$ cat src/logic/icache_consts.svh
////////////////////////////////////////////////////////////
// cache geometry and fetch widths
// line size, set count and way count must stay powers of two
// addresses with the uncached bit set never allocate a line
////////////////////////////////////////////////////////////

`ifndef ICACHE_CONSTS_SVH
`define ICACHE_CONSTS_SVH

// associativity and sets
`define ICACHE_WAYS        4
`define ICACHE_WAY_BITS    2
`define ICACHE_SETS        16
`define ICACHE_INDEX_BITS  4
// byte offset inside a 16 byte line
`define ICACHE_OFFSET_BITS 4

// address split is tag | index | offset
`define ICACHE_ADDR_WIDTH  32
`define ICACHE_TAG_WIDTH   24
`define ICACHE_LINE_WIDTH  128
`define ICACHE_FETCH_WIDTH 32
// upper half of the address space bypasses the cache
`define ICACHE_NC_BIT      31
`define ICACHE_LFSR_WIDTH  8

`endif

$ cat src/logic/icache_pkg.sv
////////////////////////////////////////////////////////////
// shared vector types and the controller state encoding
// widths follow the geometry macros of the constants header
////////////////////////////////////////////////////////////

`include "icache_consts.svh"

package icache_pkg;

  // physical fetch address and its fields
  typedef logic [`ICACHE_ADDR_WIDTH-1:0]    addr_t;
  typedef logic [`ICACHE_TAG_WIDTH-1:0]     tag_t;
  typedef logic [`ICACHE_INDEX_BITS-1:0]    set_idx_t;
  // 32 bit word position inside the line
  typedef logic [`ICACHE_OFFSET_BITS-3:0]   word_sel_t;

  // payload
  typedef logic [`ICACHE_LINE_WIDTH-1:0]    line_t;
  typedef logic [`ICACHE_FETCH_WIDTH-1:0]   fetch_word_t;

  // way numbering, binary and one-hot
  typedef logic [`ICACHE_WAY_BITS-1:0]      way_idx_t;
  typedef logic [`ICACHE_WAYS-1:0]          way_mask_t;

  // controller FSM, FLUSH is the reset state
  typedef enum logic [1:0] {FLUSH, IDLE, READ, MISS} ctrl_state_e;

endpackage

$ cat src/logic/icache_ctrl.sv
////////////////////////////////////////////////////////////
// cache controller, one fetch in flight at a time
// enabling the cache always passes through a full flush
// uncached and disabled fetches reuse the miss path
////////////////////////////////////////////////////////////

`timescale 1ns/1ps
`include "icache_consts.svh"

module icache_ctrl (
  input  logic                 clk_i,
  input  logic                 rst_ni,
  input  logic                 en_i,
  input  logic                 flush_i,
  input  logic                 req_i,
  input  icache_pkg::addr_t    addr_i,
  output logic                 ready_o,
  output logic                 valid_o,
  output logic                 miss_o,
  output logic                 busy_o,
  input  logic                 hit_i,
  output logic                 rd_en_o,
  output logic                 fill_o,
  output logic                 clear_o,
  output icache_pkg::set_idx_t index_o,
  output icache_pkg::tag_t     tag_o,
  output icache_pkg::word_sel_t word_sel_o,
  output logic                 compare_o,
  output logic                 mem_req_o,
  input  logic                 mem_ack_i,
  output icache_pkg::addr_t    mem_addr_o,
  output logic                 mem_nc_o,
  input  logic                 mem_rtrn_vld_i
);
  import icache_pkg::*;

  ctrl_state_e state_d, state_q;
  logic        cache_en_d, cache_en_q;
  logic        flush_d, flush_q;
  set_idx_t    flush_cnt_q;
  logic        flush_done;
  logic        can_accept;
  logic        accept;
  logic        addr_nc;
  logic        cmp_q;
  logic        nc_q;
  addr_t       addr_q;

  // a flush pulse is held until the FSM goes to FLUSH
  assign flush_d    = flush_q | flush_i;
  assign flush_done = (flush_cnt_q == set_idx_t'(`ICACHE_SETS - 1));
  // no new fetch while a flush or an enable is pending
  assign can_accept = ~flush_d & ~(en_i & ~cache_en_q);

  // ready in IDLE, and on a hit so hits can stream
  assign ready_o = can_accept & ((state_q == IDLE) | ((state_q == READ) & hit_i));
  assign accept  = ready_o & req_i;
  assign busy_o  = (state_q != IDLE);
  assign rd_en_o = accept;

  // disabled cache treats every address as uncached
  assign addr_nc = ~cache_en_q | addr_i[`ICACHE_NC_BIT];

  ////////////////////////////////////////////////////////////
  // array and way select commands
  ////////////////////////////////////////////////////////////

  // flush walks the sets, a new fetch reads its own set at once
  assign index_o = (state_q == FLUSH) ? flush_cnt_q :
                   accept ? addr_i[`ICACHE_OFFSET_BITS +: `ICACHE_INDEX_BITS] :
                   addr_q[`ICACHE_OFFSET_BITS +: `ICACHE_INDEX_BITS];
  assign tag_o      = addr_q[`ICACHE_ADDR_WIDTH-1 -: `ICACHE_TAG_WIDTH];
  assign word_sel_o = addr_q[`ICACHE_OFFSET_BITS-1:2];
  assign compare_o  = cmp_q;

  // full line for refills, single word for uncached reads
  assign mem_addr_o = nc_q ? {addr_q[`ICACHE_ADDR_WIDTH-1:2], 2'b00} :
                      {addr_q[`ICACHE_ADDR_WIDTH-1:`ICACHE_OFFSET_BITS],
                       {`ICACHE_OFFSET_BITS{1'b0}}};
  assign mem_nc_o   = nc_q;

  ////////////////////////////////////////////////////////////
  // FSM
  ////////////////////////////////////////////////////////////

  always_comb begin : p_fsm
    state_d    = state_q;
    // turning off is immediate, turning on goes via FLUSH
    cache_en_d = cache_en_q & en_i;
    valid_o    = 1'b0;
    miss_o     = 1'b0;
    mem_req_o  = 1'b0;
    fill_o     = 1'b0;
    clear_o    = 1'b0;
    unique case (state_q)
      FLUSH: begin
        clear_o = 1'b1;
        if (flush_done) begin
          state_d    = IDLE;
          cache_en_d = en_i;
        end
      end
      IDLE: begin
        if (!can_accept) begin
          state_d = FLUSH;
        end else if (accept) begin
          state_d = READ;
        end
      end
      READ: begin
        if (hit_i) begin
          valid_o = 1'b1;
          state_d = accept ? READ : IDLE;
        end else begin
          // miss or uncached, hold the request until acked
          mem_req_o = 1'b1;
          if (mem_ack_i) begin
            miss_o  = ~nc_q;
            state_d = MISS;
          end
        end
      end
      MISS: begin
        // return is consumed unconditionally
        if (mem_rtrn_vld_i) begin
          valid_o = 1'b1;
          fill_o  = ~nc_q;
          state_d = IDLE;
        end
      end
      default: state_d = FLUSH;
    endcase
  end

  always_ff @(posedge clk_i or negedge rst_ni) begin : p_regs
    if (!rst_ni) begin
      state_q     <= FLUSH;
      cache_en_q  <= 1'b0;
      flush_q     <= 1'b0;
      flush_cnt_q <= '0;
      cmp_q       <= 1'b0;
      nc_q        <= 1'b0;
    end else begin
      state_q    <= state_d;
      cache_en_q <= cache_en_d;
      // pending flush drops once the FSM leaves IDLE for FLUSH
      flush_q    <= ((state_q == IDLE) && !can_accept) ? 1'b0 : flush_d;
      if (state_q == FLUSH) begin
        flush_cnt_q <= flush_done ? '0 : flush_cnt_q + 1'b1;
      end
      // tag compare only for cacheable fetches
      cmp_q <= accept & ~addr_nc;
      if (accept) begin
        nc_q <= addr_nc;
      end
    end
  end

  // fetch address latch
  always_ff @(posedge clk_i) begin : p_addr
    if (accept) begin
      addr_q <= addr_i;
    end
  end

endmodule

$ cat config.mk
export PLATFORM = sky130hd
export DESIGN_NAME = icache_ctrl
export DESIGN_NICKNAME = d
export VERILOG_FILES = /design/src/logic/icache_pkg.sv /design/src/logic/icache_ctrl.sv
export VERILOG_INCLUDE_DIRS = /design/src /design/src/logic
export SDC_FILE = /design/constraint.sdc
export NUM_CORES = 1
export LEC_CHECK = 0
export BUFFER_PORTS_ARGS = -buffer_cell sky130_fd_sc_hd__buf_4
export CORE_MARGIN = 5
export CORE_UTILIZATION = 39
export CTS_CLUSTER_SIZE = 20
export DETAILED_ROUTE_END_ITERATION = 10
export HOLD_SLACK_MARGIN = 0.15
export PLACE_DENSITY = 0.85
export SETUP_SLACK_MARGIN = 0.1
export SLEW_MARGIN = 40
export SYNTH_ARGS = -nofsm -noshare
export SYNTH_HDL_FRONTEND = slang
export SYNTH_SLANG_ARGS = --single-unit
export TNS_END_PERCENT = 100
$ cat constraint.sdc
create_clock -name clk_i -period 1.6 [get_ports clk_i]
set_input_delay 0.08 -clock clk_i [delete_from_list [all_inputs] [get_ports clk_i]]
set_output_delay 0.08 -clock clk_i [all_outputs]
set_load 0.005 [all_outputs]
* Word-level counts from Yosys, hierarchy flattened
Index checks and enable logic that the tools add are counted. W data, S select, Z words.
Word-level totals: register bits 42, bits in latches 0, RAM bits 0, ROM bits 0, output and inout port bits 72, logic and storage cells 62, memories 0
Operators by class: add/subtract/negate cells 1, multiply operators 0, divide/modulo/power cells 0, order comparisons 0, equal/unequal tests 9, shift operators 0, multiplexer cells 26, bitwise operators 15, reduce and logical (&&, ||, !) cells 4
Operators with widths (number):
- $mux W4 | 4
- $mux W2 | 7
- $mux W1 | 13
- $pmux W2 S4 | 1
- $and A1 B1 Y1 | 7
- $ne A3 B3 Y1 const B | 2
- $not A1 Y1 | 5
- $add A4 B1 Y4 const B | 1
- $eq A2 B2 Y1 const B | 2
- $eq A4 B4 Y1 const B | 1
- $ne A2 B2 Y1 const B | 2
- $reduce_and A4 Y1 | 1
- $or A1 B1 Y1 | 3
- $eq A2 B1 Y1 const B | 1
- $logic_not A2 Y1 | 1
- $ne A2 B1 Y1 const B | 1
- $pmux W1 S2 | 1
- $logic_and A1 B1 Y1 | 1
- $logic_not A1 Y1 | 1

* Depth between registers and ports, before layout
Gate-level depths: netlist (run 1).
depth in word-level cells 9, depth in mapped cells 7, depth with buffers taken out 7

* Worst setup path before layout (run 1)
OpenSTA, ideal clock, no wires.
path type reg-to-reg, start point register state_q[0], end point register addr_q[10], enable pin, data arrival time 1309 ps, required time 1255 ps, slack -53 ps, cell stages (with the launch flop) 6, cell sequence dfrtp_1 inv_1 ha_1 a21oi_2 nand4b_4 inv_4
On the way: longest elaborated chain between the ends 5
RTL lines:
- start, declared | line icache_ctrl.sv:37 | ctrl_state_e state_d, state_q;
- start signal, assigned | line icache_ctrl.sv:144 | state_q <= state_d;
- $eq A2 B2 Y1 | line icache_ctrl.sv:56 | assign ready_o = can_accept & ((state_q == IDLE) | ((state_q == READ) & hit_i));
- $and A1 B1 Y1 | line icache_ctrl.sv:56
- $or A1 B1 Y1 (*) | line icache_ctrl.sv:56
- $and A1 B1 Y1 (*) | line icache_ctrl.sv:56
- $and A1 B1 Y1 (*) | line icache_ctrl.sv:57 | assign accept = ready_o & req_i;
- named net rd_en_o | line icache_ctrl.sv:22 | output logic rd_en_o,
- end signal, assigned | line icache_ctrl.sv:162 | addr_q <= addr_i;
- end, declared | line icache_ctrl.sv:47 | addr_t addr_q;
The timed path passes the listed nets; every way through them passes the cells marked *. A chain may end at the register's enable or synchronous reset.

* Worst setup path in the final report (run 1)
start point register state_q[0], end point output index_o[0]
On the way: longest elaborated chain between the ends 7
RTL lines:
- $eq A2 B2 Y1 | line icache_ctrl.sv:56
- $and A1 B1 Y1 | line icache_ctrl.sv:56
- $or A1 B1 Y1 | line icache_ctrl.sv:56
- $and A1 B1 Y1 | line icache_ctrl.sv:56
- $and A1 B1 Y1 | line icache_ctrl.sv:57
- $mux W4 | line icache_ctrl.sv:70 | accept ? addr_i[`ICACHE_OFFSET_BITS +: `ICACHE_INDEX_BITS] :
- $mux W4 (*) | line icache_ctrl.sv:69 | assign index_o = (state_q == FLUSH) ? flush_cnt_q :
- end, declared | line icache_ctrl.sv:25 | output icache_pkg::set_idx_t index_o,
Mark *: on every way between the ends. The rest lies on a longest branch, timed or not.

==> summary.md, run 1 <==
| Metric | Value |
|---|---|
| Top cell type by total area after synthesis | `edfxtp_1` |
| Clock root cell | `clkbuf_8` |
| Worst-Skew Late Latency | `290 ps` |
| Most used cell, CP | `buf_6` |
| Highest-delay cell along the critical path | `dfrtp_1` |
| Post-route clock period utilization | `117%` |
| Core box area | `4690 um^2` |
| Clk slew on worst S/H paths | `80 ps` |
| IO Count | `112` |
| Post-synthesis cell count | `135` |
| Via-per-instance ratio | `4.62` |
| Max stage delay on crit path | `430 ps` |
| Commonest non-fill, non-tap cell in the layout | `buf_4` |
| Max Root-Sink Buffers | `2` |
| Unrepaired setup endpoints after global routing | `true` |
| Nets | `328` |
| Worst hold path depth | `3` |
| Worst vdd ir | `0.842 mV` |
| Failing checks | `negative setup slack` |
| Worst Setup End Kind | `primary output` |
| Ys async rst share | `25.0%` |
| Total power | `0.00405 W` |
| Largest net degree at the start of global routing | `14` |
| Row count | `25` |
| Syn_area_per_cell | `13.9 um^2` |
| Synth top area cells | `edfxtp_1, dfrtp_1, buf_4, a21oi_2, ha_1` |
| Total GRT Usage | `16.7%` |
| Initial Utilization | `39.9%` |
| Number of diodes | `0` |
| CP Launch Type | `register` |
| FF+latch area | `1150 um^2` |
| Post-place setup slack | `2.14 ps` |
| Final hold vios | `0` |
| Top-area cell type share of the netlist area | `48.2%` |
| DP Wirelength | `3520 um` |
| Htree depth | `2` |
| Clk_skew | `6.69 ps` |
| Count of final max-slew check failures | `0` |
| Drt initial violations | `33` |
| Max Fanout on Critical Path | `4` |
| CTS buffer count | `5` |
| Cell variety after synth | `33` |
| Yosys warns | `0` |
| Die area | `6280 um^2` |
| R2R depth | `9` |
| Layout fillers | `312` |
| RR Startpoint | `state_q[0]` |
| Port bufs | `107` |
| Routed via count | `1563` |
| Crit Path Class | `register to primary output` |
| CTS tree | `done` |
| Primary FF master, synth | `edfxtp_1` |
| R2r setup slk | `-110 ps` |
| F_max | `0.535 GHz` |
| # DRC | `0` |
| Vias in the first global route | `1678` |
| GP Congestion | `0.745` |
| Final setup viols | `30` |
| Worst Path Buf+Inv | `3` |
| Initial antenna violation count | `0` |
| Antenna Nets Post-Route | `0` |
| Final WL | `5440 um` |
| Hold Path Origin | `req_i` |
| WP data required | `1520 ps` |
| Slew @ Worst Pin | `495 ps` |
| Status | `finished with violations` |
| Layout area overhead | `82.1%` |
| DIE HEIGHT | `79.3 um` |
| Crit-path cells | `inv_2 -> ha_4 -> a21oi_2 -> nand4b_4 -> buf_6 -> nand2_4 -> a21oi_4 -> buf_6` |
| Worst hold path type | `input port to register` |
| Die Wd | `79.3 um` |
| DRT Pass-1 Iters | `4` |
| Register area share after synthesis | `61.5%` |
| Worst R2R End | `state_q[0]` |
| Arrival time worst endpoint | `1790 ps` |
| Final TNS setup | `-2980 ps` |
| Share of cells above drive strength 1 | `60.2%` |
| Max-cap viol count | `0` |
| Mapped Area | `1870 um^2` |
| Footprint of the multi-input gates | `609 um^2` |
| Clock sink count | `40` |
| Crit-path leading delay family | `flip-flops` |
| Hold Path Sink | `state_q[1]` |
| DR WL/cell | `16.1 um` |
| First-pass GRT wire length | `7960 um` |
| Leakage | `1.52 nW` |
| Power Density | `1190 nW/um^2` |
| Flops & latches, synth | `40` |
| GRT overflow | `0` |
| Final setup margin | `-269 ps` |
| Post-synth EDFFs | `30` |
| Slew headroom | `66.9%` |
| Commonest cells after routing, fill and taps aside | `buf_4, dlygate4sd3_1, edfxtp_1` |
| Tmin final | `1870 ps` |
[power breakdown]
group / total, W / switching [W] / leakage, nW / internal, W
combinational: 0.00181 / 0.000783 / 1.07 / 0.00103
sequential: 0.00142 / 0.000147 / 0.394 / 0.00127
clock: 0.000817 / 0.000355 / 0.0558 / 0.000462
total: 0.00405 / 0.00129 / 1.52 / 0.00276
[logic make-up after synthesis]
kind of cell             share of synthesized area, %
flip-flops                                       61.5
adder cells (fa/ha/maj)                          3.34
AND/OR/NAND/NOR                                  11.0
XOR/XNOR                                        0.468
AO/OA/AOI/OAI                                    9.03
multiplexers                                     2.21
other                                           0.200
buffers and inverters                            12.2
[worst min-delay path: stages]
cell	delay, ps
buf_4	130
o311ai_4	120
mux2i_1	130
[per-stage QoR]
stage                     hold slack (ps)  area (um^2)  util [%]  cells
after global placement              -80.8         2670      57.0    280
after global routing                  229         3410      72.6    338
final                                 211         3410      72.6    338
after floorplan                      -216         1900         -    136
after detailed placement            -79.8         2670      57.0    280
after CTS                             202         3290      70.2    334
[worst max-delay path by stage]
stage | startpoint | to | slack (ps) | depth (start not counted)
2_1_floorplan | state_q[0] | addr_q[10] | 100 | 5
3_3_place_gp | state_q[0] | addr_q[10] | 40 | 6
3_5_place_dp | state_q[0] | index_o[0] | 2 | 8
4_1_cts | state_q[0] | index_o[0] | -210 | 8
5_1_grt | state_q[0] | index_o[2] | -350 | 8
6_report | state_q[0] | index_o[0] | -270 | 8
[registers in the layout, indices dropped and copies added (netlist names)]
signal / flops
addr_q: 30
cache_en_q: 1
compare_o: 1
flush_cnt_q: 4
flush_q: 1
mem_nc_o: 1
state_q: 2
[final cells by class]
cell class / count / area share (%)
timing repair buffer: 166 / 41.9
sequential: 40 / 33.8
multi-input combinational: 63 / 17.9
clock buffer: 5 / 2.02
tap: 54 / 1.98
clock inverter: 3 / 1.25
inverter: 6 / 0.882
timing repair inverter: 1 / 0.257
[synthesized netlist by cell type (all sizes together) (2+ instances only)]
cell type  instances
buf               27
a21oi             13
inv                6
nand2              8
nor2b              8
mux2i              3
edfxtp            30
ha                 5
dfrtp             10
nor2               3
nand3              2
and3               2
and2               2
o21ai              3
[layer usage]
layer,vias up,part of all wire [%],GRT usage (%)
li1,743,-,-
met1,745,33,16.3
met2,64,57,32.2
met3,11,7.3,4.99
met4,0,2.2,6.53
met5,-,0,0
[timing repair]
| action | 4_1_cts | 5_1_grt |
|---|---|---|
| setup endpoints to repair | 28 | 46 |
| hold buffers | 34 | 0 |
| hold endpoints to repair | 44 | 0 |
| gates resized for setup | 20 | 22 |
| setup buffers | 11 | 8 |
| gates cloned | 1 | 0 |
| pin swaps | 5 | 6 |
(Power assumes the default switching activity.)
==> run 2: changes to the inputs <==
--- a/config.mk
+++ b/config.mk
@@ -8,11 +8,11 @@
 export LEC_CHECK = 0
 export BUFFER_PORTS_ARGS = -buffer_cell sky130_fd_sc_hd__buf_4
 export CORE_MARGIN = 5
-export CORE_UTILIZATION = 39
+export CORE_UTILIZATION = 43
 export CTS_CLUSTER_SIZE = 20
 export DETAILED_ROUTE_END_ITERATION = 10
 export HOLD_SLACK_MARGIN = 0.15
-export PLACE_DENSITY = 0.85
+export PLACE_DENSITY = 0.89
 export SETUP_SLACK_MARGIN = 0.1
 export SLEW_MARGIN = 40
 export SYNTH_ARGS = -nofsm -noshare
==> constraint.sdc (replaced) <==
create_clock -name clk_i -period 1.9 [get_ports clk_i]
set_input_delay 0.095 -clock clk_i [delete_from_list [all_inputs] [get_ports clk_i]]
set_output_delay 0.095 -clock clk_i [all_outputs]
set_load 0.005 [all_outputs]
==> summary.md, run 2 (synthesis results as in run 1) <==
| Metric | Value |
|---|---|
| Status | `finished, final reports clean` |
| Tmin final | `1870 ps` |
| Arrival time worst endpoint | `1770 ps` |
| Clock root cell | `clkbuf_8` |
| Critical Path Start | `state_q[0]` |
| Post-route cell area | `3180 um^2` |
| Initial antenna violation count | `0` |
| Layout area overhead | `69.8%` |
| CTS tree | `done` |
| Final setup viols | `0` |
| Max-cap viol count | `0` |
| Layout fillers | `258` |
| Final hold vios | `0` |
| Total GRT Usage | `19.9%` |
| Antenna Nets Post-Route | `0` |
| Nets | `316` |
| Leakage | `1.42 nW` |
| DRT Pass-1 Iters | `4` |
| Most used cell, CP | `buf_6` |
| Via-per-instance ratio | `4.69` |
| Commonest cells after routing, fill and taps aside | `buf_4, dlygate4sd3_1, edfxtp_1` |
| # DRC | `0` |
| Crit Path Class | `register to primary output` |
| IO Count | `112` |
| Final WL | `5880 um` |
| Core box area | `4290 um^2` |
| DIE HEIGHT | `76.0 um` |
| Row count | `24` |
| GRT overflow | `0` |
| Die Wd | `76.0 um` |
| Routed via count | `1518` |
| Htree depth | `2` |
| Worst-Skew Late Latency | `280 ps` |
| Max Fanout on Critical Path | `5` |
| Worst Setup End Kind | `primary output` |
| Commonest non-fill, non-tap cell in the layout | `buf_4` |
| Drt initial violations | `99` |
| Worst hold path type | `input port to async pin` |
| Initial Utilization | `43.6%` |
| Largest net degree at the start of global routing | `14` |
| Max Root-Sink Buffers | `2` |
| Unrepaired setup endpoints after global routing | `true` |
| Number of diodes | `0` |
| Count of final max-slew check failures | `0` |
| DP Wirelength | `3810 um` |
| Port bufs | `107` |
| Biggest register | `addr_q` |
| CTS buffer count | `5` |
| GP Congestion | `0.717` |
| Post-route clock period utilization | `98.2%` |
| Worst vdd ir | `0.599 mV` |
| Clk_skew | `2.85 ps` |
| F_max | `0.536 GHz` |
| Placed cells | `273` |
| First-pass GRT wire length | `9050 um` |
| Total power | `0.00323 W` |
| RR Startpoint | `state_q[0]` |
| Layout Cells excl Fill | `324` |
| Share of cells above drive strength 1 | `58.1%` |
| Placed cell areas | `2590 um^2` |
| Max reg flops | `30` |
| Crit-path cells | `buf_6 -> ha_4 -> a21oi_4 -> nand4b_4 -> buf_6 -> nand2_2 -> a21oi_2 -> buf_4` |
| Power Density | `1020 nW/um^2` |
| DR WL/cell | `18.2 um` |
| Max stage delay on crit path | `420 ps` |
| Clk slew on worst S/H paths | `80 ps` |
| Vias in the first global route | `1600` |
| Clock sink count | `40` |
| Highest-delay cell along the critical path | `dfrtp_1` |
| WP data required | `1800 ps` |
| Hold slack | `176 ps` |
| CP Launch Type | `register` |
| Largest registers | `addr_q x30, flush_cnt_q x4, state_q x2` |
| Die area | `5770 um^2` |
run 2: path summary, 6_finish.rpt:
kind / end / cells past startpoint / slack [ps]
setup / recovery: index_o[3] / 8 / 30
hold / removal: flush_q / 2 / 180
setup reg to reg: addr_q[17] / 7 / 220
hold reg to reg: flush_cnt_q[0] / 1 / 560
max in group asynchronous: flush_cnt_q[0] / 2 / 1580
min in group clk_i: state_q[0] / 3 / 230
run 2: repair_timing:
action                                  4_1_cts  5_1_grt
setup buffers                                 8        1
pin swaps                                     2        4
hold endpoints to repair                     44        0
hold buffers                                 33        0
resized for setup                            11        7
endpoints found under the setup margin        5        6
cloned                                        1        0
run 2: critical path, delay by kind of cell, from the launching register on:
kind	cells	cell delay, ps
compound gates	2	230
fa+ha+maj	1	160
buf+inv	3	420
flops	1	420
simple gates	2	250
run 2: area by class of cell:
class	count	area (um^2)	share of cell area, %
clock buffers	5	68.8	2.17
clock inverters	3	42.5	1.34
inverters	6	30.0	0.945
multi-input cells	63	551	17.3
flip-flops and latches	40	1150	36.2
well taps	52	65.1	2.05
repair buffers	154	1260	39.7
repair inverters	1	6.26	0.197
run 2: through the flow:
stage               setup WS (ps)  utilization [%]  TNS (ps)
floorplan                     245                -         0
global placement              210             60.3         0
detailed placement            140             60.3         0
CTS                          61.5             73.0         0
global route                -28.9             74.0     -78.6
finish                       33.8             74.0         0
run 2: metal layers:
metal / wire length, um / part of all wire, % / global-route usage (%) / vias to the layer above
li1: - / - / - / 717
met1: 2250 / 38 / 22.4 / 719
met2: 3100 / 53 / 36.3 / 76
met3: 468 / 8.0 / 6.16 / 6
met4: 59 / 1.0 / 4.27 / 0
met5: 0 / 0 / 0 / -
run 2: where the power goes:
part	leakage (nW)	switching [W]	internal, W
Clock	0.0541	0.000292	0.000389
Sequential	0.394	0.000126	0.00107
Combinational	0.973	0.000606	0.000747
Total	1.42	0.00102	0.00221
==> run 3: changes to the inputs <==
--- a/config.mk
+++ b/config.mk
@@ -6,7 +6,7 @@
 export SDC_FILE = /design/constraint.sdc
 export NUM_CORES = 1
 export LEC_CHECK = 0
-export BUFFER_PORTS_ARGS = -buffer_cell sky130_fd_sc_hd__buf_4
+export BUFFER_PORTS_ARGS = -buffer_cell sky130_fd_sc_hd__buf_2
 export CORE_MARGIN = 5
 export CORE_UTILIZATION = 43
 export CTS_CLUSTER_SIZE = 20
==> summary.md, run 3 (synthesis results as in run 1) <==
| Metric | Value |
|---|---|
| CTS tree | `done` |
| Combinational share of power | `38.9%` |
| Initial antenna violation count | `0` |
| DIE HEIGHT | `76.0 um` |
| WP data required | `1800 ps` |
| Vias in the first global route | `1548` |
| Pint | `0.00208 W` |
| DR WL/cell | `15.3 um` |
| CTS buffer count | `5` |
| Die area | `5770 um^2` |
| GP Congestion | `0.729` |
| Clock sink count | `40` |
| Clock root cell | `clkbuf_8` |
| Largest registers | `addr_q x30, flush_cnt_q x4, state_q x2` |
| Port bufs | `107` |
| Clock Power Share | `22.1%` |
| Max Fanout on Critical Path | `5` |
| Total GRT Usage | `16.9%` |
| First-pass GRT wire length | `7860 um` |
| Max stage delay on crit path | `430 ps` |
| Clk_skew | `0.943 ps` |
| Total power | `0.00303 W` |
| Final setup margin | `13.0 ps` |
| DRT Pass-1 Iters | `4` |
| Post-place setup slack | `167 ps` |
| F_max | `0.530 GHz` |
| Number of diodes | `0` |
| Row count | `24` |
| Crit Path Class | `register to primary output` |
| CP Launch Type | `register` |
| Initial Utilization | `43.6%` |
| Unrepaired setup endpoints after global routing | `true` |
| IO Count | `112` |
| Arrival time worst endpoint | `1790 ps` |
| Routed via count | `1494` |
| Final WL | `5010 um` |
| Commonest non-fill, non-tap cell in the layout | `buf_2` |
| Biggest register | `addr_q` |
| Max reg flops | `30` |
| Core box area | `4290 um^2` |
| Sequential group share of total power | `39.1%` |
| Critical Path Start | `state_q[0]` |
| Final hold vios | `0` |
| Sw frac | `31.3%` |
| Count of final max-slew check failures | `0` |
| Worst-Skew Late Latency | `280 ps` |
| Htree depth | `2` |
| Crit-path cells | `inv_2 -> ha_4 -> a21oi_2 -> nand4b_4 -> buf_6 -> nand2_2 -> a21oi_2 -> buf_2` |
| Highest-delay cell along the critical path | `dfrtp_1` |
| Final setup viols | `0` |
| Status | `finished, final reports clean` |
| Net Switching | `0.000950 W` |
| Power Density | `1050 nW/um^2` |
| Die Wd | `76.0 um` |
| Most used cell, CP | `a21oi_2` |
| Commonest cells after routing, fill and taps aside | `buf_2, dlygate4sd3_1, edfxtp_1` |
| Clk slew on worst S/H paths | `70 ps` |
| Via-per-instance ratio | `4.57` |
| RR Startpoint | `state_q[0]` |
| Share of cells above drive strength 1 | `57.5%` |
| Nets | `319` |
| Layout area overhead | `55.1%` |
| Max Root-Sink Buffers | `2` |
| Worst vdd ir | `0.589 mV` |
| R2R depth | `7` |
| Worst Setup End Kind | `primary output` |
| # DRC | `0` |
| Tmin final | `1890 ps` |
| Layout fillers | `301` |
| DP Wirelength | `3440 um` |
| Antenna Nets Post-Route | `0` |
| Leakage | `1.35 nW` |
| Largest net degree at the start of global routing | `13` |
| Drt initial violations | `32` |
| Post-route clock period utilization | `99.3%` |
| Max-cap viol count | `0` |
| Worst hold path type | `input port to async pin` |
| GRT overflow | `0` |
[run 3: cell count changes in the layout (fill, tap and decap cells not counted), moves of 2 or more]
cell / before / now
a21oi_2: 8 / 10
a21oi_4: 2 / 0
buf_2: 0 / 107
buf_4: 117 / 15
buf_6: 3 / 1
nand2_1: 4 / 6
[run 3: final cells by class]
| cell class | instances | area (um^2) | share of cell area (%) |
|---|---|---|---|
| repair inverters | 1 | 6.26 | 0.216 |
| clock inverters | 2 | 35.0 | 1.21 |
| multi-input cells | 63 | 536 | 18.5 |
| well taps | 52 | 65.1 | 2.24 |
| repair buffers | 157 | 1000 | 34.6 |
| inverters | 6 | 30.0 | 1.04 |
| flip-flops and latches | 40 | 1150 | 39.7 |
| clock buffers | 6 | 72.6 | 2.50 |
[run 3: worst paths after layout]
check | to | slack, ps
max reg2reg | addr_q[4] | 230
min reg2reg | flush_cnt_q[3] | 520
max in group asynchronous | mem_nc_o | 1500
max | index_o[3] | 10
min in group clk_i | state_q[1] | 230
min | flush_q | 200
[run 3: stage by stage]
step / util [%] / area (um^2) / cells / hold WS, ps / TNS, ps
after floorplan: - / 1870 / 136 / -201 / 0
after detailed placement: 53.8 / 2310 / 273 / -21.5 / 0
final: 67.5 / 2900 / 327 / 203 / 0
after global routing: 67.5 / 2900 / 327 / 228 / -200
after CTS: 65.2 / 2800 / 319 / 203 / 0
after global placement: 53.8 / 2310 / 273 / -24.7 / 0
[run 3: power by group through the flow]
stage | Combinational [W] | Clock, W | Sequential (W)
after detailed placement | 0.000981 | 0 | 0.00119
after global placement | 0.000955 | 0 | 0.00119
after CTS | 0.00107 | 0.000682 | 0.00117
final | 0.00118 | 0.000669 | 0.00119
after floorplan | 0.000671 | 0 | 0.00118
after global routing | 0.00130 | 0.000730 | 0.00120
[run 3: repair_timing]
action	CTS	global route
pin swaps	2	3
buffers inserted	4	8
gates resized for setup	7	7
gates cloned	1	0
hold buffers	33	0
hold endpoints to repair	44	0
setup endpoints to repair	5	5
[run 3: worst max-delay path, delay by kind of cell, from the launching register on]
kind	cells	cell delay [ps]
buf+inv	3	370
compound gates	2	300
fa+ha+maj	1	160
flops	1	430
simple gates	2	250
[run 3: metal layers]
metal  routed length [um]  GRT usage (%)  part of all wire, %
met4                   43           4.80                 0.86
met5                    0              0                    0
met2                 2650           30.2                   53
met3                  476           6.52                  9.5
met1                 1850           18.4                   37
