==> src/logic/icache_consts.svh <==
////////////////////////////////////////////////////////////
// cache geometry and fetch widths
// line size, set count and way count must stay powers of two
// addresses with the uncached bit set never allocate a line
////////////////////////////////////////////////////////////

`ifndef ICACHE_CONSTS_SVH
`define ICACHE_CONSTS_SVH

// associativity and sets
`define ICACHE_WAYS        4
`define ICACHE_WAY_BITS    2
`define ICACHE_SETS        16
`define ICACHE_INDEX_BITS  4
// byte offset inside a 16 byte line
`define ICACHE_OFFSET_BITS 4

// address split is tag | index | offset
`define ICACHE_ADDR_WIDTH  32
`define ICACHE_TAG_WIDTH   24
`define ICACHE_LINE_WIDTH  128
`define ICACHE_FETCH_WIDTH 32
// upper half of the address space bypasses the cache
`define ICACHE_NC_BIT      31
`define ICACHE_LFSR_WIDTH  8

`endif

==> src/logic/icache_pkg.sv <==
////////////////////////////////////////////////////////////
// shared vector types and the controller state encoding
// widths follow the geometry macros of the constants header
////////////////////////////////////////////////////////////

`include "icache_consts.svh"

package icache_pkg;

  // physical fetch address and its fields
  typedef logic [`ICACHE_ADDR_WIDTH-1:0]    addr_t;
  typedef logic [`ICACHE_TAG_WIDTH-1:0]     tag_t;
  typedef logic [`ICACHE_INDEX_BITS-1:0]    set_idx_t;
  // 32 bit word position inside the line
  typedef logic [`ICACHE_OFFSET_BITS-3:0]   word_sel_t;

  // payload
  typedef logic [`ICACHE_LINE_WIDTH-1:0]    line_t;
  typedef logic [`ICACHE_FETCH_WIDTH-1:0]   fetch_word_t;

  // way numbering, binary and one-hot
  typedef logic [`ICACHE_WAY_BITS-1:0]      way_idx_t;
  typedef logic [`ICACHE_WAYS-1:0]          way_mask_t;

  // controller FSM, FLUSH is the reset state
  typedef enum logic [1:0] {FLUSH, IDLE, READ, MISS} ctrl_state_e;

endpackage

==> src/logic/icache_way_select.sv <==
////////////////////////////////////////////////////////////
// tag compare, word select and replacement choice
// lowest hitting way wins if a tag is present twice
// victim is captured in the compare cycle only
////////////////////////////////////////////////////////////

`timescale 1ns/1ps
`include "icache_consts.svh"

module icache_way_select (
  input  logic                                        clk_i,
  input  logic                                        rst_ni,
  input  icache_pkg::tag_t                            tag_i,
  input  icache_pkg::word_sel_t                       word_sel_i,
  input  logic                                        compare_i,
  input  logic                                        fill_i,
  input  icache_pkg::tag_t  [`ICACHE_WAYS-1:0]        tag_rdata_i,
  input  icache_pkg::way_mask_t                       valid_rdata_i,
  input  icache_pkg::line_t [`ICACHE_WAYS-1:0]        line_rdata_i,
  input  icache_pkg::line_t                           mem_rtrn_data_i,
  output logic                                        hit_o,
  output icache_pkg::fetch_word_t                     data_o,
  output icache_pkg::way_mask_t                       victim_o
);
  import icache_pkg::*;

  way_mask_t                        way_hit;
  way_idx_t                         hit_way;
  fetch_word_t [`ICACHE_WAYS-1:0]   way_word;
  fetch_word_t                      rtrn_word;
  way_idx_t                         inv_way;
  way_idx_t                         repl_way;
  logic                             all_valid;
  logic                             rnd_used_q;
  way_mask_t                        victim_q;
  logic [`ICACHE_LFSR_WIDTH-1:0]    lfsr_q;

  ////////////////////////////////////////////////////////////
  // hit detection and word select
  ////////////////////////////////////////////////////////////

  for (genvar w = 0; w < `ICACHE_WAYS; w++) begin : gen_cmp
    assign way_hit[w]  = valid_rdata_i[w] & (tag_rdata_i[w] == tag_i);
    assign way_word[w] = line_rdata_i[w][word_sel_i*`ICACHE_FETCH_WIDTH +: `ICACHE_FETCH_WIDTH];
  end

  // uncached words arrive in their own lane, same select applies
  assign rtrn_word = mem_rtrn_data_i[word_sel_i*`ICACHE_FETCH_WIDTH +: `ICACHE_FETCH_WIDTH];

  // priority to the lowest way
  always_comb begin : p_hit_way
    hit_way = '0;
    for (int w = `ICACHE_WAYS - 1; w >= 0; w--) begin
      if (way_hit[w]) begin
        hit_way = way_idx_t'(w);
      end
    end
  end

  assign hit_o  = compare_i & (|way_hit);
  assign data_o = compare_i ? way_word[hit_way] : rtrn_word;

  ////////////////////////////////////////////////////////////
  // replacement
  ////////////////////////////////////////////////////////////

  // first free way, else fall back to the LFSR
  always_comb begin : p_inv_way
    inv_way = '0;
    for (int w = `ICACHE_WAYS - 1; w >= 0; w--) begin
      if (!valid_rdata_i[w]) begin
        inv_way = way_idx_t'(w);
      end
    end
  end

  assign all_valid = &valid_rdata_i;
  assign repl_way  = all_valid ? lfsr_q[`ICACHE_WAY_BITS-1:0] : inv_way;
  assign victim_o  = victim_q;

  always_ff @(posedge clk_i or negedge rst_ni) begin : p_repl
    if (!rst_ni) begin
      victim_q   <= '0;
      rnd_used_q <= 1'b0;
      lfsr_q     <= 8'h5b;
    end else begin
      if (compare_i) begin
        victim_q   <= way_mask_t'(1) << repl_way;
        rnd_used_q <= all_valid;
      end
      // taps 8,6,5,4, only moves when a random victim was filled
      if (fill_i && rnd_used_q) begin
        lfsr_q <= {lfsr_q[6:0], lfsr_q[7] ^ lfsr_q[5] ^ lfsr_q[4] ^ lfsr_q[3]};
      end
    end
  end

endmodule

==> config.mk <==
export PLATFORM = sky130hd
export DESIGN_NAME = icache_way_select
export DESIGN_NICKNAME = d
export VERILOG_FILES = /design/src/logic/icache_pkg.sv /design/src/logic/icache_way_select.sv
export VERILOG_INCLUDE_DIRS = /design/src /design/src/logic
export SDC_FILE = /design/constraint.sdc
export NUM_CORES = 1
export LEC_CHECK = 0
export BUFFER_PORTS_ARGS = -buffer_cell sky130_fd_sc_hd__clkbuf_2
export CORE_AREA = 2 2 313 315
export CTS_BUF_LIST = sky130_fd_sc_hd__clkbuf_4 sky130_fd_sc_hd__clkbuf_8 sky130_fd_sc_hd__clkbuf_16
export CTS_CLUSTER_SIZE = 28
export DETAILED_ROUTE_END_ITERATION = 12
export DIE_AREA = 0 0 315 317
export PLACE_DENSITY = 0.3
export SLEW_MARGIN = 0
export SYNTH_ARGS = -nofsm -noshare
export SYNTH_HDL_FRONTEND = slang
export SYNTH_SLANG_ARGS = --single-unit
==> constraint.sdc <==
create_clock -name clk_i -period 11.1 [get_ports clk_i]
set_input_delay 2.22 -clock clk_i [delete_from_list [all_inputs] [get_ports clk_i]]
set_output_delay 2.22 -clock clk_i [all_outputs]
set_load 0.01 [all_outputs]
# Yosys cells after proc, flatten, opt, wreduce, memory -nomap -nowiden
# Cells that the tools add are included.
[word_totals]
wordCells = 37
latchBits = 0
input_bits = 770
mem_count = 0
register_bits = 13
romBits = 0
ram_bits = 0
out_inout_bits = 37
[op_classes]
multipliers = 0
shifts = 6
eq_ne = 4
order_cmp = 1
addsub = 0
muxes = 12
n_div = 0
n_bitwise = 8
n_reduce_logical = 3
[ops]
columns = ["op", "count"]
rows = [
  ["variable part select 128 x 8 -> 32 bit", 5],
  ["equality test 24 bit", 4],
  ["binary-select mux 32 bit (select 2 bit)", 1],
  ["two-way mux 32 bit", 2],
  ["two-way mux 2 bit", 9],
  ["bitwise AND 1 bit", 5],
  ["AND reduction 4 bit", 1],
  ["OR reduction 4 bit", 1],
  ["left shift 1 x 2 -> 4 bit, first input constant", 1],
  ["< comparator 2 x 3 -> 1 bit, second input constant", 1],
  ["XOR 1 bit", 3],
  ["logical AND 1 bit", 1],
]

# Logic depth before layout (Yosys ltp)
# Gate-level depths: netlist (run 1).
[depth]
depth_word = 9
depth_mapped = 9
mapped_depth_nobuf = 7

# Least setup slack after synthesis (run 1)
# No wires, ideal clock.
[synth_timing]
path_kind = "input to output"
from = "input port tag_i[23]"
to = "output port data_o[30]"
required_time_ps = 8880
cell_stages = 9
arrival_time_ps = 4502
path_buffers = 2
setup_slack_ps = 4378
path_cell_list = "buf_2 > xnor2_1 > nand4_1 > or4b_1 > or4_1 > clkbuf_1 > o21ai_0 > mux4_2 > mux2_2"
[synth_via]
elab_chain_cells = 9
elab_cells_between_ends = 15
cone_classes = "4 x eq/ne; 7 x mux; 4 x bitwise"
[synth_lines]
columns = ["item", "line", "rtl"]
rows = [
  ["start, declared", "icache_way_select.sv:13", "input icache_pkg::tag_t tag_i,"],
  ["equality test 24 bit", "icache_way_select.sv:43", "assign way_hit[w] = valid_rdata_i[w] & (tag_rdata_i[w] == tag_i);"],
  ["bitwise AND 1 bit", "icache_way_select.sv:43", ""],
  ["two-way mux 2 bit (3 in a row)", "icache_way_select.sv:54", "if (way_hit[w]) begin"],
  ["two-way mux 2 bit (*)", "icache_way_select.sv:54", ""],
  ["binary-select mux 32 bit (select 2 bit) (*)", "icache_way_select.sv:61", "assign data_o = compare_i ? way_word[hit_way] : rtrn_word;"],
  ["two-way mux 32 bit (not written as such) (*)", "icache_way_select.sv:61", ""],
  ["two-way mux 32 bit (*)", "icache_way_select.sv:61", ""],
  ["end, declared", "icache_way_select.sv:22", "output icache_pkg::fetch_word_t data_o,"],
]
# Mark *: on every way between the ends. The rest lies on a longest branch, timed or not. The select of a mux whose other input is x is not followed.

# Worst setup path after layout (run 1)
[layout_timing]
from = "input port tag_i[13]"
to = "output port data_o[30]"
# Same word-level chain as after synthesis.

==> results of run 1 <==
-- synth_stat cells (3+ instances only) --
cell	n	area (sq um)
a31oi_1	32	200
a41oi_1	31	272
buf_1	4	15.0
buf_2	8	40.0
clkbuf_1	49	184
dfrtp_1	8	200
dfstp_2	5	131
mux2_2	8	90.1
mux4_2	161	3630
nand2_1	110	413
nand3_1	5	25.0
nand4_1	10	62.6
nor2_1	37	139
nor3_1	8	40.0
nor4_1	28	175
o21ai_0	4	20.0
o2bb2ai_1	4	35.0
or2_2	3	18.8
xnor2_1	25	219
xor2_1	75	657
-- layout make-up --
cell class              instances  area [sq um]
fillers                     11100         83800
multi-input cells             565          6240
repair buffers                821          4180
diodes                          7          17.5
well taps                    1276          1600
clock buffers                   3          75.1
flip-flops and latches         13           332
clock inverters                 1          5.00
inverters                       2          7.51
-- cell families (layout without fill, tap and decap cells) --
kind of cell / Yosys count / after routing / share of synthesized area [%]
compound gates: 75 / 75 / 8.27
xor+xnor: 100 / 100 / 12.9
buf+inv: 63 / 827 / 3.63
flops: 13 / 13 / 4.88
mux: 169 / 169 / 54.7
other cells: 0 / 7 / 0
simple gates: 221 / 221 / 15.6
-- state kept, by name (all words and copies together) (netlist names) --
| signal | cells |
|---|---|
| lfsr_q | 8 |
| victim_o | 4 |
| rnd_used_q | 1 |
-- critical path, cell delays in order --
cell and delay [ns]:
clkbuf_2 0.18, xor2_1 0.20, or4_1 0.52, or4_4 0.44, or4_2 0.93, o21ai_0 0.26
mux4_2 0.39, mux2_2 0.29, clkbuf_2 0.13
-- worst paths after layout --
| check | start | endpoint | cells past startpoint |
|---|---|---|---|
| worst max-delay path | tag_i[13] | data_o[30] | 9 |
| worst min-delay path | victim_o[2] | victim_o[2] | 1 |
| worst max register to register | lfsr_q[1] | victim_o[2] | 3 |
| worst min register to register | victim_o[2] | victim_o[2] | 1 |
| max in group asynchronous | rst_ni | lfsr_q[1] | 1 |
| min in group asynchronous | rst_ni | victim_o[2] | 1 |
-- layer usage --
metal	GRT usage (%)	part of all wire, %	up-vias
met4	3.48	2.1	16
met5	0	0.14	-
met3	2.89	8.5	69
li1	-	-	4188
met2	20.1	48	608
met1	15.7	41	4796
-- through the flow --
stage	area (sq um)	utilization (%)	power [mW]	setup WS, ns	hold slack (ns)
2_1_floorplan	6790	-	0.251	4.38	0.453
3_3_place_gp	12400	12.8	0.517	3.36	0.477
3_5_place_dp	12400	12.8	0.516	3.33	0.485
4_1_cts	12400	12.9	0.590	3.33	0.495
5_1_grt	12400	12.9	0.618	3.26	0.511
6_report	12400	12.9	0.581	3.29	0.490
-- report_power, final --
part / internal, mW / switching [mW] / leakage, nW
sequential: 0.0488 / 0.000785 / 0.159
combinational: 0.234 / 0.226 / 5.32
clock: 0.0481 / 0.0222 / 0.0409
total: 0.331 / 0.249 / 5.52
-- cells in the final DEF (no fill, tap or decap), types with 8 or more instances in the layout --
cell type / count
dfrtp_1: 8
buf_4: 14
mux4_2: 161
nand4_1: 10
nand2_1: 110
xor2_1: 75
nor2_1: 37
clkbuf_2: 804
xnor2_1: 25
a41oi_1: 31
nor4_1: 28
a31oi_1: 32
mux2_2: 8
==> results.md, run 1 <==
* Core Rows at between 100 and 150
* Clock-pin slew on the worst setup and hold paths at 0.05 ns
* Synth Flop Type: dfrtp_1
* Clock tree sinks at 13
* Worst vdd ir at between 0.00002 and 0.00003 V
* Wirelength per Cell at 24.1 um
* HP Class: reg -> reg
* Area of the core at 0.0963 sq mm
* Vias at between 9,000 and 10,000
* Share of layout cells above drive strength 1 at about 72%
* Residual DRC at 0
* Critical Path Start Type: input pin
* Unrepaired setup endpoints after global routing: no
* Inst Count DP at between 2,000 and 3,000
* CTS max path bufs at 2
* Fmax at around 0.13 GHz
* Final hold vios at 0
* Power density cells at 46.7 mW/mm^2
* Hold_buf cts at 0
* CTS buffer count at 3
* Root Buffer: clkbuf_16
* Mapped Area at a little under 0.007 sq mm
* Min Tclk post-route at 7.81 ns
* # IOs at 807
* Netlist cell types at 39
* Post-synthesis sequential area ratio at under 10%
* Setup bufs post-CTS at 0
* CTS tree: done
* Final setup viols at 0
* Clk_lat worst skew at 0.25 ns
* Remaining global-route overflow at 0
* EDFF count, synth at 0
* Setup CP Type: in -> out
* I/O Buffers at 806
* Total GRT Usage at roughly 12%
* DP HPWL at 58,900 um
* Max-Slew Margin vs Limit at 48.9%
* Post-cts sizing count at 0
* Synth Instances at 641
* Outcome: finished clean
* Period utilization at 70.4%
* Setup Skew at about 0.0009 ns
* Initial Utilization at 7.05%
* Post-synth net total at ~1,400
* Final non-filler cell total at around 2,700
* Ys Warns at 0
* Antenna-violating nets left at 0
* Total die area at 0.0999 sq mm
* Final net count at 2,176
* H-tree depth at 1
* Die H at 317 um
* Global-route wire length before repair at 84,500 um
* Largest net degree at the start of global routing at 85
* Crit path max fanout at 16
* Drt total wl at approximately 65,000 um
* DR pass1 iterations at 5
* Vias in the first global route at 10,800
* Area grow syn2layout at 83.3%
* Worst Max-Slew Pin Slew at 0.767 ns
* R2R Setup Slk at 9.88 ns
* RD Place Congestion at about 0.9
* Width of the die at 315 um
* Initial antenna violation count at 26
* Worst EP required at 8.88 ns
* Synthesized flop and latch total at 13
* Lkg Pwr at 5.52 nW
* WP data arrival at about 5.6 ns
* Setup tns final at 0 ns
* Synthesized area per cell at 10.6 sq um
* Crit. End Element: output pin
* DRT iter0 DRCs at 539
* Fin. max-slew vios at 0
* Async SR Flop Fraction at 100%
* Maxcap violations at 0
* Vias per std cell at 3.60
No activity file was read; power rests on OpenSTA's default activity.
==> run 2: changes to the inputs <==
==> constraint.sdc (replaced) <==
create_clock -name clk_i -period 7.4 [get_ports clk_i]
set_input_delay 1.48 -clock clk_i [delete_from_list [all_inputs] [get_ports clk_i]]
set_output_delay 1.48 -clock clk_i [all_outputs]
set_load 0.01 [all_outputs]
==> results.md, run 2 (synthesis results as in run 1) <==
* Unrepaired setup endpoints after global routing: no (unchanged)
* Setup bufs post-CTS at 0 (unchanged)
* Cell internal pwr at 499 uW (was 331 uW)
* Maxcap violations at 0 (unchanged)
* Lkg Pwr at 5.56 nW (was 5.52 nW)
* Total die area at 0.0999 sq mm (unchanged)
* Area of the core at 0.0963 sq mm (unchanged)
* DR pass1 iterations at 5 (unchanged)
* Period utilization at 84.2%
* Min Tclk post-route at 6.23 ns
* Sequential share of power at 8.5% (about the same)
* Filler cells at 11,200 (was 11,100)
* Drt total wl at 65,300 um (was 64,900 um)
* Initial Utilization at 7.05% (unchanged)
* Area grow syn2layout at 84.2% (was 83.3%)
* Cell area after layout at 0.0125 sq mm (was 0.0124 sq mm)
* Fin. max-slew vios at 0 (unchanged)
* Hold_buf cts at 0 (unchanged)
* Setup slack after layout at 1.17 ns (was 3.29 ns)
* Setup Skew at 0.00152 ns (was 0.000912 ns)
* Post-DP Area at 0.0124 sq mm (about the same)
* Inst Count DP at 2,684 (was 2,677)
* R2R Setup Slk at 6.16 ns (was 9.88 ns)
* Width of the die at 315 um (unchanged)
* Worst vdd ir at 0.0000488 V (was 0.0000279 V)
* Initial antenna violation count at 27 (was 26)
* Critical Path Start Type: input pin (unchanged)
* CTS max path bufs at 2 (unchanged)
* Most common cell after layout, fill and taps aside: clkbuf_2 (unchanged)
* Final hold vios at 0 (unchanged)
* Clock-pin slew on the worst setup and hold paths at 0.05 ns (about the same)
* Worst Max-Slew Pin Slew at 0.853 ns (was 0.767 ns)
* Crit. End Element: output pin (unchanged)
* Largest Register: lfsr_q (unchanged)
* Buf/Inv on CP at 2 (unchanged)
* Crit path max fanout at 15 (was 16)
* Residual DRC at 0 (unchanged)
* CP peak stage delay at 0.97 ns (was 0.93 ns)
* Outcome: finished clean (unchanged)
* Switching Share at 42.9% (was 43.0%)
* Cell Chain, Critical Path: clkbuf_2 > xnor2_1 > nand4_1 > or4b_1 > or4_2 > o21ai_0 > mux4_2 > mux2_2 > clkbuf_2 (was clkbuf_2 > xor2_1 > or4_1 > or4_4 > or4_2 > o21ai_0 > mux4_2 > mux2_2 > clkbuf_2)
* Vias per std cell at 3.62 (was 3.60)
* Die H at 317 um (unchanged)
* Max-Slew Margin vs Limit at 43.1% (was 48.9%)
* Antenna-violating nets left at 0 (unchanged)
* Post-cts sizing count at 0 (unchanged)
* Crit path max-delay family: simple AND/OR/NAND/NOR gates (unchanged)
* Fmax at 0.160 GHz
* I/O Buffers at 806 (unchanged)
* Core Rows at 114 (unchanged)
* Root Buffer: clkbuf_16 (unchanged)
* Setup tns final at 0 ns (unchanged)
* Max reg flops at 8 (unchanged)
* Largest net degree at the start of global routing at 75 (was 85)
* Total GRT Usage at 12.2% (about the same)
* WP data arrival at 4.75 ns (was 5.59 ns)
* Slowest stage cell, crit path: or4_2 (unchanged)
* Wirelength per Cell at 24.2 um (was 24.1 um)
* Global-route wire length before repair at 84,400 um (was 84,500 um)
* Share of layout cells above drive strength 1 at 72.2% (was 72.1%)
* Setup CP Type: in -> out (unchanged)
* Clock share of power at 11.8% (was 12.1%)
* Most frequent cells in the layout: clkbuf_2, mux4_2, nand2_1 (unchanged)
* RD Place Congestion at 0.908 (was 0.882)
* Setup WS pre-CTS at 1.11 ns (was 3.33 ns)
* Vias in the first global route at 10,800 (about the same)
* Final non-filler cell total at 2,697 (was 2,688)
* Remaining global-route overflow at 0 (unchanged)
* Vias at 9,751 (was 9,677)
* Worst EP required at 5.92 ns (was 8.88 ns)
* Combinational Power Share at 79.7% (was 79.3%)
* Clk_lat worst skew at 0.24 ns (was 0.25 ns)
* DRT iter0 DRCs at 511 (was 539)
* HP Class: reg -> reg (unchanged)
* Most frequent CP cell: clkbuf_2 (unchanged)
* Final setup viols at 0 (unchanged)
* Final net count at 2,183 (was 2,176)
* CTS tree: done (unchanged)
* DP HPWL at 59,200 um (was 58,900 um)
* Clock tree sinks at 13 (unchanged)
* H-tree depth at 1 (unchanged)
* CTS buffer count at 3 (unchanged)
* # IOs at 807 (unchanged)
* Sw Pwr at 374 uW (was 249 uW)
* Hold WS at 0.485 ns (was 0.490 ns)
* Power density cells at 69.9 mW/mm^2 (was 46.7 mW/mm^2)
## run 2: layout make-up
class | count | area, sq um | area share [%]
timing repair buffer | 828 | 4230 | 33.8
clock buffer | 3 | 75.1 | 0.600
antenna | 9 | 22.5 | 0.180
sequential | 13 | 332 | 2.65
clock inverter | 1 | 5.00 | 0.0400
tap | 1276 | 1600 | 12.8
multi-input combinational | 565 | 6240 | 49.9
inverter | 2 | 7.51 | 0.0600
## run 2: worst reg2reg max path: cells and delay by family, from the launching register on
kind               cells  cell delay [ns]
DFF                    1             0.54
and+or+nand+nor        1             0.33
AOI/OAI and AO/OA      2             0.29
## run 2: metrics by stage
stage / total power [mW] / utilization [%]
3_3_place_gp: 0.778 / 12.9
4_1_cts: 0.886 / 13.0
2_1_floorplan: 0.377 / -
3_5_place_dp: 0.778 / 12.9
6_report: 0.874 / 13.0
5_1_grt: 0.930 / 13.0
## run 2: metal layers
layer / vias up / GRT usage [%] / wire length (um)
li1: 4203 / - / -
met1: 4838 / 15.0 / 26500
met2: 600 / 20.0 / 30900
met3: 88 / 3.97 / 6080
met4: 22 / 3.74 / 1710
met5: - / 0 / 139
## run 2: final timing paths
kind                                  from           to  cells after the start
worst max-delay path             tag_i[11]   data_o[30]                      9
worst min-delay path            rnd_used_q   rnd_used_q                      2
worst max register to register   lfsr_q[1]  victim_o[2]                      3
worst min register to register  rnd_used_q   rnd_used_q                      2
max in group asynchronous           rst_ni    lfsr_q[0]                      1
min in group asynchronous           rst_ni  victim_o[2]                      1
## run 2: power by group through the flow
stage	Combinational (mW)	Clock [mW]	Sequential, mW
finish	0.696	0.103	0.0745
global route	0.745	0.111	0.0747
CTS	0.706	0.105	0.0745
detailed placement	0.702	0	0.0755
global placement	0.703	0	0.0753
floorplan	0.301	0	0.0760
==> run 3: changes to the inputs <==
--- a/config.mk
+++ b/config.mk
@@ -6,12 +6,13 @@
 export SDC_FILE = /design/constraint.sdc
 export NUM_CORES = 1
 export LEC_CHECK = 0
+export ABC_AREA = 1
 export BUFFER_PORTS_ARGS = -buffer_cell sky130_fd_sc_hd__clkbuf_2
-export CORE_AREA = 2 2 313 315
+export CORE_AREA = 2 2 311 313
 export CTS_BUF_LIST = sky130_fd_sc_hd__clkbuf_4 sky130_fd_sc_hd__clkbuf_8 sky130_fd_sc_hd__clkbuf_16
 export CTS_CLUSTER_SIZE = 28
 export DETAILED_ROUTE_END_ITERATION = 12
-export DIE_AREA = 0 0 315 317
+export DIE_AREA = 0 0 313 315
 export PLACE_DENSITY = 0.3
 export SLEW_MARGIN = 0
 export SYNTH_ARGS = -nofsm -noshare
==> constraint.sdc (replaced) <==
create_clock -name clk_i -period 5.2 [get_ports clk_i]
set_input_delay 1.04 -clock clk_i [delete_from_list [all_inputs] [get_ports clk_i]]
set_output_delay 1.04 -clock clk_i [all_outputs]
set_load 0.01 [all_outputs]
==> results.md, run 3 <==
* Outcome: finished clean (unchanged)
* Worst Hold Path EP: victim_o[1] (was rnd_used_q)
* Post-synth top cells: nand2_1, nor2_1, o21ai_0, inv_1, o22ai_1 (was mux4_2, nand2_1, xor2_1, clkbuf_1, nor2_1)
* Fmax at approximately 0.21 GHz
* Clock share of power at 9.2% (was 11.8%)
* Hold Path Stages at 2 (unchanged)
* Combinational Power Share at 81.5% (was 79.7%)
* Worst vdd ir at 0.0000960 V (was 0.0000488 V)
* Largest Register: lfsr_q (unchanged)
* Total die area at 0.0986 sq mm (was 0.0999 sq mm)
* Metal3 WL at 4950 um (was 6080 um)
* Synthesized flop and latch total at 13 (unchanged)
* Clock-pin slew on the worst setup and hold paths at 0.04 ns (was 0.05 ns)
* DP HPWL at 85,000 um (was 59,200 um)
* Area of the core at 0.0957 sq mm (was 0.0963 sq mm)
* Final design utilization at 15.6% (was 13.0%)
* I/O Buffers at 806 (unchanged)
* Vias per std cell at 4.06 (was 3.62)
* CTS buffer count at 3 (unchanged)
* Area grow syn2layout at 61.1% (was 84.2%)
* Drt total wl at 96,300 um (was 65,300 um)
* Unrepaired setup endpoints after global routing: no (unchanged)
* CTS max path bufs at 2 (unchanged)
* Most common cell after layout, fill and taps aside: clkbuf_2 (unchanged)
* # IOs at 807 (unchanged)
* Netlist cell types at 38 (was 39)
* Sw Pwr at 872 uW (was 374 uW)
* Leading cell type by number of instances after synthesis: nand2_1 (was mux4_2)
* Leading area contributor after synthesis: nand2_1 (was mux4_2)
* R2R Setup Slk at 3.96 ns (was 6.16 ns)
* R2R depth at 4 (was 3)
* Min Tclk post-route at about 4.8 ns
* Vias in the first global route at 16,500 (was 10,800)
* Initial Utilization at 9.71% (was 7.05%)
* Async SR Flop Fraction at 100% (unchanged)
* FF-to-FF End: victim_o[3] (was victim_o[2])
* Crit path max fanout at 17 (was 15)
* Residual DRC at 0 (unchanged)
* Switching Share at 53.8% (was 42.9%)
* Highest routed metal layer: met5 (unchanged)
* Sequential share of power at 9.3% (was 8.5%)
* Share of layout cells above drive strength 1 at 35.6% (was 72.2%)
* Period utilization at just over 90%
* Power density cells at 108 mW/mm^2 (was 69.9 mW/mm^2)
* Lkg Pwr at 8.02 nW (was 5.56 nW)
* Total GRT Usage at 18.5% (was 12.2%)
* DRT iter0 DRCs at 954 (was 511)
* DRT met1 WL at 37,500 um (was 26,500 um)
* Clk_lat worst skew at 0.24 ns (about the same)
* HP Class: reg -> reg (unchanged)
* Post-synth net total at 2,700 (was 1,411)
* Setup CP Type: in -> out (unchanged)
* Post-synthesis sequential area ratio at 3.57% (was 4.88%)
* Maxcap violations at 0 (unchanged)
* Synthesized area per cell at 4.82 sq um (was 10.6 sq um)
* Width of the die at 313 um (was 315 um)
* Setup tns final at 0 ns (unchanged)
* Final hold vios at 0 (unchanged)
* EDFF count, synth at 0 (unchanged)
* Setup Skew at 0.000972 ns (was 0.00152 ns)
* Root Buffer: clkbuf_16 (unchanged)
* Fin. max-slew vios at 0 (unchanged)
* R2r startpoint: lfsr_q[0] (was lfsr_q[1])
* Global-route wire length before repair at 128,000 um (was 84,400 um)
* Crit. End Element: output pin (unchanged)
* Synth Flop Type: dfrtp_1 (unchanged)
* Antenna-violating nets left at 0 (unchanged)
* Mapped Area at 0.00929 sq mm (was 0.00679 sq mm)
* Synth area leaders: nand2_1, o21ai_0, nor2_1, o22ai_1, inv_1 (was mux4_2, xor2_1, nand2_1, a41oi_1, xnor2_1)
* Wirelength per Cell at 24.4 um (was 24.2 um)
* Clock tree sinks at 13 (unchanged)
* Max-Slew Margin vs Limit at 29.3% (was 43.1%)
* Die H at 315 um (was 317 um)
* Synth Instances at 1,930 (was 641)
* Yosys top cell area share at 21.2% (was 53.4%)
* H-tree depth at 1 (unchanged)
* Final net count at 3,425 (was 2,183)
* Hold_sp: victim_o[1] (was rnd_used_q)
* Largest net degree at the start of global routing at 66 (was 75)
* Ys Warns at 0 (unchanged)
* Initial antenna violation count at 22 (was 27)
* Cell internal pwr at 749 uW (was 499 uW)
* Hold_buf cts at 0 (unchanged)
* Worst Max-Slew Pin Slew at 1.06 ns (was 0.853 ns)
* Final setup viols at 0 (unchanged)
* Critical Path Start Type: input pin (unchanged)
* Max reg flops at 8 (unchanged)
* CTS tree: done (unchanged)
* RD Place Congestion at 0.905 (was 0.908)
* Core Rows at 114 (unchanged)
* Power, Total at 1.62 mW (was 874 uW)
* DR pass1 iterations at 5 (unchanged)
* Most frequent cells in the layout: clkbuf_2, nand2_1, nor2_1 (was clkbuf_2, mux4_2, nand2_1)
* Worst EP required at 4.16 ns (was 5.92 ns)
* WP data arrival at 3.79 ns (was 4.75 ns)
* Vias at 16,000 (was 9,751)
* Met2 wire len at 51,700 um (was 30,900 um)
* Remaining global-route overflow at 0 (unchanged)
==> run 3: cell types whose count changed in the layout (fill, tap and decap cells not counted), moves of 36 or more <==
cell	change
nand3_1	+107
mux4_2	-161
o22ai_1	+132
xor2_1	-63
a21oi_1	+36
o21ai_0	+269
inv_1	+177
nor2_1	+291
nand2_1	+413
==> run 3: cell type report <==
cell class / instances / area (sq um)
tap: 1276 / 1600
fill: 11600 / 80700
antenna: 7 / 17.5
timing repair buffer: 862 / 4640
multi-input combinational: 1573 / 7530
sequential: 13 / 332
clock buffer: 4 / 82.6
inverter: 202 / 771
==> run 3: critical path, stage by stage <==
cell	delay, ns
clkbuf_2	0.22
inv_2	0.09
nand2_1	0.14
o21ai_0	0.16
nor2_1	0.14
nand2_1	0.08
nor2_1	0.10
nand3_1	0.14
nor2_1	0.20
nor2_1	0.11
nand2_4	0.23
buf_4	0.32
nand3_1	0.25
nand2_2	0.23
nand2_1	0.09
nand2_1	0.09
clkbuf_2	0.13
==> run 3: power groups by stage <==
stage	combinational, mW	sequential [mW]	clock, mW
2_1_floorplan	0.565	0.149	0
3_3_place_gp	1.36	0.152	0
3_5_place_dp	1.35	0.152	0
4_1_cts	1.36	0.151	0.153
5_1_grt	1.46	0.155	0.158
6_report	1.32	0.151	0.149
==> run 3: worst max-delay path by stage <==
| stage | start | endpoint | slack (ns) | cells after the start |
|---|---|---|---|---|
| final | tag_i[7] | data_o[0] | 0.37 | 17 |
| after global routing | tag_i[7] | data_o[0] | 0.05 | 17 |
| after CTS | tag_i[7] | data_o[0] | 0.12 | 17 |
| after detailed placement | tag_i[7] | data_o[0] | -0.03 | 17 |
| after global placement | tag_i[7] | data_o[0] | -0.07 | 17 |
| after floorplan | tag_i[20] | data_o[1] | 1.74 | 13 |
==> run 3: per-stage QoR <==
step | cell area [sq um] | cells | hold slack, ns | worst slack, ns
CTS | 15000 | 3930 | 0.488 | 0.121
detailed placement | 14900 | 3926 | 0.475 | -0.0350
finish | 15000 | 3937 | 0.479 | 0.368
global placement | 14900 | 3926 | 0.474 | -0.0670
global route | 15000 | 3935 | 0.509 | 0.0527
floorplan | 9290 | 1930 | 0.453 | 1.74
==> run 3: logic make-up after synthesis <==
group | synth area share, %
and+or+nand+nor | 48.5
muxes | 0.363
xor gates and xnor gates | 2.45
AOI/OAI and AO/OA | 29.5
DFF | 3.57
buffers and inverters | 15.6
==> run 3: repair_timing <==
action                     4_1_cts  5_1_grt
pin swaps                        0        0
gates resized for setup          1        1
setup endpoints to repair        1        1
setup buffers                    0        0
==> run 3: layer usage <==
metal / track usage, % / up-vias
li1: - / 7830
met1: 20.8 / 7340
met2: 36.1 / 704
met3: 2.62 / 102
met4: 3.99 / 10
met5: 0 / -
